**config.mk**
```make
export PLATFORM = sky130hd
export DESIGN_NAME = rvc_fetch_aligner
export DESIGN_NICKNAME = d
export VERILOG_FILES = /design/src/hdl/rvc_pkg.sv /design/src/hdl/rvc_fetch_aligner.sv
export SDC_FILE = /design/constraint.sdc
export NUM_CORES = 1
export LEC_CHECK = 0
export BUFFER_PORTS_ARGS = -buffer_cell sky130_fd_sc_hd__buf_2
export CAP_MARGIN = 40
export CORE_ASPECT_RATIO = 1.25
export CORE_MARGIN = 10
export CORE_UTILIZATION = 35
export DETAILED_ROUTE_END_ITERATION = 10
export PLACE_DENSITY = 0.75
export SLEW_MARGIN = 20
export SYNTH_ARGS = -nofsm -noshare
export SYNTH_HDL_FRONTEND = slang
export SYNTH_SLANG_ARGS = --single-unit
```
**constraint.sdc**
```tcl
create_clock -name clk -period 3.4 [get_ports clk]
set_clock_uncertainty 0.05 [all_clocks]
set_input_delay 0.34 -clock clk [delete_from_list [all_inputs] [get_ports clk]]
set_output_delay 0.34 -clock clk [all_outputs]
set_load 0.05 [all_outputs]
```
**src/hdl/rvc_pkg.sv**
```systemverilog
`default_nettype none

package rvc_pkg;

  // ============================================================
  // widths with a meaning
  // ============================================================

  // base instruction, also one fetch word
  typedef logic [31:0] inst_t;
  // compressed instruction or any halfword
  typedef logic [15:0] half_t;
  // byte address
  typedef logic [31:0] addr_t;

  // which halfword is the current slot
  typedef enum logic [1:0] {
    ALIGNED,
    UPPER_BUF,
    LOW_BUF,
    TARGET_UPPER
  } align_state_t;

  // ============================================================
  // base opcodes
  // ============================================================
  localparam logic [6:0] OP_IMM    = 7'b0010011;
  localparam logic [6:0] OP_REG    = 7'b0110011;
  localparam logic [6:0] OP_LOAD   = 7'b0000011;
  localparam logic [6:0] OP_STORE  = 7'b0100011;
  localparam logic [6:0] OP_LUI    = 7'b0110111;
  localparam logic [6:0] OP_JAL    = 7'b1101111;
  localparam logic [6:0] OP_JALR   = 7'b1100111;
  localparam logic [6:0] OP_BRANCH = 7'b1100011;
  localparam logic [6:0] OP_SYSTEM = 7'b1110011;

  // fixed registers of the compressed forms
  localparam logic [4:0] REG_RA       = 5'd1;
  localparam logic [4:0] REG_SP       = 5'd2;
  // 3-bit register fields start at x8
  localparam logic [4:0] RVC_REG_BASE = 5'd8;

endpackage

`default_nettype wire
```
**src/hdl/rvc_fetch_aligner.sv**
```systemverilog
`default_nettype none

module rvc_fetch_aligner import rvc_pkg::*; (
  input  logic  clk,
  input  logic  reset,
  input  inst_t fetch_word,
  input  logic  fetch_advance,
  input  logic  redirect,
  input  addr_t redirect_addr,
  output half_t slot_half,
  output inst_t slot_word,
  output logic  slot_compressed,
  output logic  fetch_hold
);

  align_state_t state;
  align_state_t cur_state;
  align_state_t next_state;
  inst_t        inst_buf;
  logic         buf_load;
  logic         redirect_q;
  logic         redirect_upper_q;

  // ============================================================
  // redirect capture
  // ============================================================

  // pending until a slot is consumed, the fetch word is then the target
  always_ff @(posedge clk or negedge reset) begin
    if (!reset) begin
      redirect_q       <= 1'b0;
      redirect_upper_q <= 1'b0;
    end else if (redirect) begin
      redirect_q       <= 1'b1;
      redirect_upper_q <= redirect_addr[1];
    end else if (fetch_advance) begin
      redirect_q <= 1'b0;
    end
  end

  // the target word bypasses whatever the old path left in the state
  always_comb begin
    if (redirect_q) begin
      cur_state = redirect_upper_q ? TARGET_UPPER : ALIGNED;
    end else begin
      cur_state = state;
    end
  end

  // ============================================================
  // slot selection
  // ============================================================
  always_comb begin
    case (cur_state)
      ALIGNED: begin
        slot_half = fetch_word[15:0];
        slot_word = fetch_word;
      end
      UPPER_BUF: begin
        slot_half = inst_buf[31:16];
        // straddling instruction, low part sits in the buffer
        slot_word = {fetch_word[15:0], inst_buf[31:16]};
      end
      LOW_BUF: begin
        slot_half = inst_buf[15:0];
        slot_word = inst_buf;
      end
      default: begin
        slot_half = fetch_word[31:16];
        // upper half starts a 32-bit instruction, issue a bubble
        slot_word = '0;
      end
    endcase
  end

  assign slot_compressed = (slot_half[1:0] != 2'b11);

  // ============================================================
  // next state, buffer load and fetch hold
  // ============================================================
  always_comb begin
    next_state = cur_state;
    buf_load   = 1'b0;
    fetch_hold = 1'b0;
    case (cur_state)
      ALIGNED: begin
        if (slot_compressed) begin
          buf_load   = 1'b1;
          next_state = UPPER_BUF;
        end
      end
      UPPER_BUF: begin
        buf_load = 1'b1;
        if (slot_compressed) begin
          next_state = LOW_BUF;
        end
      end
      LOW_BUF: begin
        if (slot_compressed) begin
          // upper half of the buffer still to go
          fetch_hold = 1'b1;
          next_state = UPPER_BUF;
        end else begin
          buf_load = 1'b1;
        end
      end
      default: begin
        if (slot_compressed) begin
          next_state = ALIGNED;
        end else begin
          buf_load   = 1'b1;
          next_state = UPPER_BUF;
        end
      end
    endcase
  end

  always_ff @(posedge clk or negedge reset) begin
    if (!reset) begin
      state <= ALIGNED;
    end else if (fetch_advance) begin
      state <= next_state;
    end
  end

  always_ff @(posedge clk or negedge reset) begin
    if (!reset) begin
      inst_buf <= '0;
    end else if (fetch_advance && buf_load) begin
      inst_buf <= fetch_word;
    end
  end

  // ============================================================
  // checks
  // ============================================================
  hold_after_redirect: assert property (@(posedge clk) disable iff (!reset)
    redirect |=> !fetch_hold);

  state_legal: assert property (@(posedge clk) disable iff (!reset)
    !$isunknown(state) && (state inside {ALIGNED, UPPER_BUF, LOW_BUF, TARGET_UPPER}));

endmodule

`default_nettype wire

```
==> results.toml <==
[status]
status = "completed"

[synthesis]
netlist_area_um2 = 2261
ys_warn_count = 0
syn-num-nets = 276
synth_xor_area_share_pct = 0.3874
synth_enable_flop_cells = 0
synth_common_cells = "36 x dfrtp_1, 34 x inv_1, 30 x a222oi_1, 30 x mux2_4, 29 x nand2_1"
yosys.area.top_type = "dfrtp_1"
yosysSeqAreaShare_pct = 39.85
ys.flop_type = "dfrtp_1"
synth.most_common_cell = "dfrtp_1"
syn_avg_cell_area_um2 = 10.87
synthAdderAreaFrac_pct = 0
ys_ff_latch = 36
synth_top_family_by_area = "multiplexers"
synth.area.top_cells = "dfrtp_1 40%, mux2_4 20%, a222oi_1 13%"
muxShareOfSynthArea_pct = 22.30
synthCells = 208
ys_async_sr_fraction_pct = 100.0
synth.top_cell.area_share_pct = 39.85
yosys.area_share.simple_pct = 8.024
synth-compound-area-share_pct = 19.09
synth_cell_type_count = 33

[power_and_ir_drop]
powerDensity_nw_per_um2 = 743.1
p_sw_share_pct = 47.12
clockPowerShare_pct = 13.6
max-vdd-ir-drop_uv = 353.6
seq_power_share_pct = 32.0
p_leak_nw = 1.610
combinationalPowerShare_pct = 54.5
p_sw_mw = 1.003
cellInternalPower_mw = 1.126

[grt]
grt_pass1_vias = 2007
antenna_found_initial = 0
met3_usage_pct = 4.229
grt_pass1_wl_um = 10070
grt_usage_pct = 12.06
grt_max_degree = 37
busiest_layer = "met2"
overflow = 0
met1_usage_pct = 13.62
grt.met2_usage_pct = 21.26

[timing]
period_share_pct = 82.84
fmaxAchievable_mhz = 355.0
finalSetupTns_ns = 0
rsz0062_at_grt = "no"
finalSetupViolCount = 0
hold_violations = 0
maxSlewHeadroom_pct = 60.42
worstMarginPinSlew_ns = 0.5898
period_minus_slack_ns = 2.817
finalMaxSlewViolations = 0

[critical_path]
r2r-end = "inst_buf[16]$_DFFE_PN0P_"
r2r_cells = 7
crit_path_start_kind = "register"
reg2reg_slack_ns = 0.87
cpMaxStageDelayCell = "dfrtp_1"
cp-endpoint = "slot_half[10]"
crit_type = "reg -> out"
cp.arrival_ns = 2.43
cp_max_fo = 21
startpoint = "redirect_q$_DFFE_PN0P_"
critPathMaxStageDelay_ns = 0.47
worstSetupEndpointType = "output pin"
r2r_start = "redirect_q$_DFFE_PN0P_"
crit_chain = "or2_1 > o21bai_2 > buf_4 > a222oi_1 > nand2_1 > buf_2"
required_ns = 3.01

[cells_and_area]
finish.net_count = 359
fin_util_pct = 45.87
fillers = 609
syn2layout_area_growth_pct = 26.73
n_antenna_cell = 0
layoutNonFillerInstCount = 376
drive_gt1_share_pct = 49.14

[die]
num_rows = 32
die_w_um = 91.89
core_area_um2 = 6246
dieHeight_um = 109.9
io_pins = 118
initial_core_util_pct = 36.20
die_area_um2 = 10090

[clock_network]
root_buffer = "clkbuf_8"
clk_pin_slew_ns = 0.07
clk_latency_ns = 0.28
cts_resized = 0
post_cts_buffers = 0
numClockSinks = 36
htree_levels = 2
clock_path_buffers = 2
cts_tree = "yes"
cts-hold-fix-buffers = 0
cts_made_buffers = 5

[min_path]
min_path_type = "in -> reg"
whs_path_depth = 2

[placement]
dp.cells = 367
port_buffers = 86
gp_congestion = 0.8347
dpl.hpwl_um = 4616

[routing]
avgViaCountPerCell = 5.242
drc = 0
initialDrtViolationCount = 247
wirelength_um = 6286
ant_nets = 0
post_drt_wl_per_cell_um = 16.72
first_pass_iters = 8
detailroute.via_count = 1971

[job]
maxCapViolCount = 0
==> state kept, by name, summed over array words and instances (netlist names) <==
register,count
redirect_q,1
state,2
redirect_upper_q,1
inst_buf,32
==> per-stage QoR <==
step / setup slack, ns / power (mW) / hold WS (ns) / instance area (um2)
3_3_place_gp: 0.8193 / 1.826 / 0.4218 / 2754
4_1_cts: 0.5388 / 2.151 / 0.1217 / 2835
3_5_place_dp: 0.8607 / 1.847 / 0.4398 / 2754
6_report: 0.5834 / 2.129 / 0.2251 / 2865
2_1_floorplan: 0.3892 / 1.592 / -0.005591 / 2261
5_1_grt: 0.4034 / 2.240 / 0.2098 / 2865
==> worst min path at each step <==
stage / startpoint / slack [ns] / endpoint
2_1_floorplan: reset / -0.006 / inst_buf[0]$_DFFE_PN0P_
3_3_place_gp: reset / 0.42 / inst_buf[14]$_DFFE_PN0P_
3_5_place_dp: reset / 0.44 / inst_buf[30]$_DFFE_PN0P_
4_1_cts: reset / 0.12 / state[1]$_DFFE_PN0P_
5_1_grt: redirect / 0.21 / redirect_q$_DFFE_PN0P_
6_report: redirect / 0.23 / redirect_q$_DFFE_PN0P_
==> layout make-up <==
| class | count | area [um2] | share of cell area [%] |
|---|---|---|---|
| Multi-Input combinational cell | 121 | 1139 | 39.74 |
| Sequential cell | 36 | 900.9 | 31.44 |
| Timing Repair Buffer | 93 | 510.5 | 17.82 |
| Inverter | 34 | 127.6 | 4.454 |
| Tap cell | 85 | 106.4 | 3.712 |
| Clock buffer | 5 | 68.82 | 2.402 |
| Clock inverter | 2 | 12.51 | 0.4367 |
==> worst max-delay path, delay by kind of cell, from the launching register on <==
kind                   cells  cell delay (ns)
buffers and inverters      2             0.61
AND/OR/NAND/NOR            2             0.46
flip-flops                 1             0.47
AO/OA/AOI/OAI              2             0.61
==> layout by cell type, fill, tap and decap left out, types with 2 or more instances in the layout <==
cell        n
nor2_1      2
mux2_4     30
buf_12      2
mux2_2      3
buf_2      86
mux2i_1     2
a222oi_1   30
buf_4       4
dfrtp_1    36
o2bb2ai_1   2
nand2_1    29
a21o_2      2
inv_1      34
a221o_2     2
clkbuf_8    5
==> per-layer routing <==
layer,up-vias,wire [um]
met4,0,50
met1,966,2665
li1,929,-
met5,-,0
met2,70,3183
met3,6,387
==> power by group through the flow <==
stage	logic [mW]	registers (mW)	clock network, mW
2_1_floorplan	0.944	0.648	0
3_3_place_gp	1.15	0.678	0
3_5_place_dp	1.17	0.680	0
4_1_cts	1.17	0.679	0.305
5_1_grt	1.23	0.698	0.314
6_report	1.16	0.681	0.289
==> cell families after synthesis <==
| family | count (synthesis) |
|---|---|
| AOI/OAI and AO/OA | 45 |
| xor gates and xnor gates | 1 |
| buffers and inverters | 51 |
| muxes | 35 |
| DFF | 36 |
| and+or+nand+nor | 40 |
Note: power is estimated with default switching activity, not from simulation.
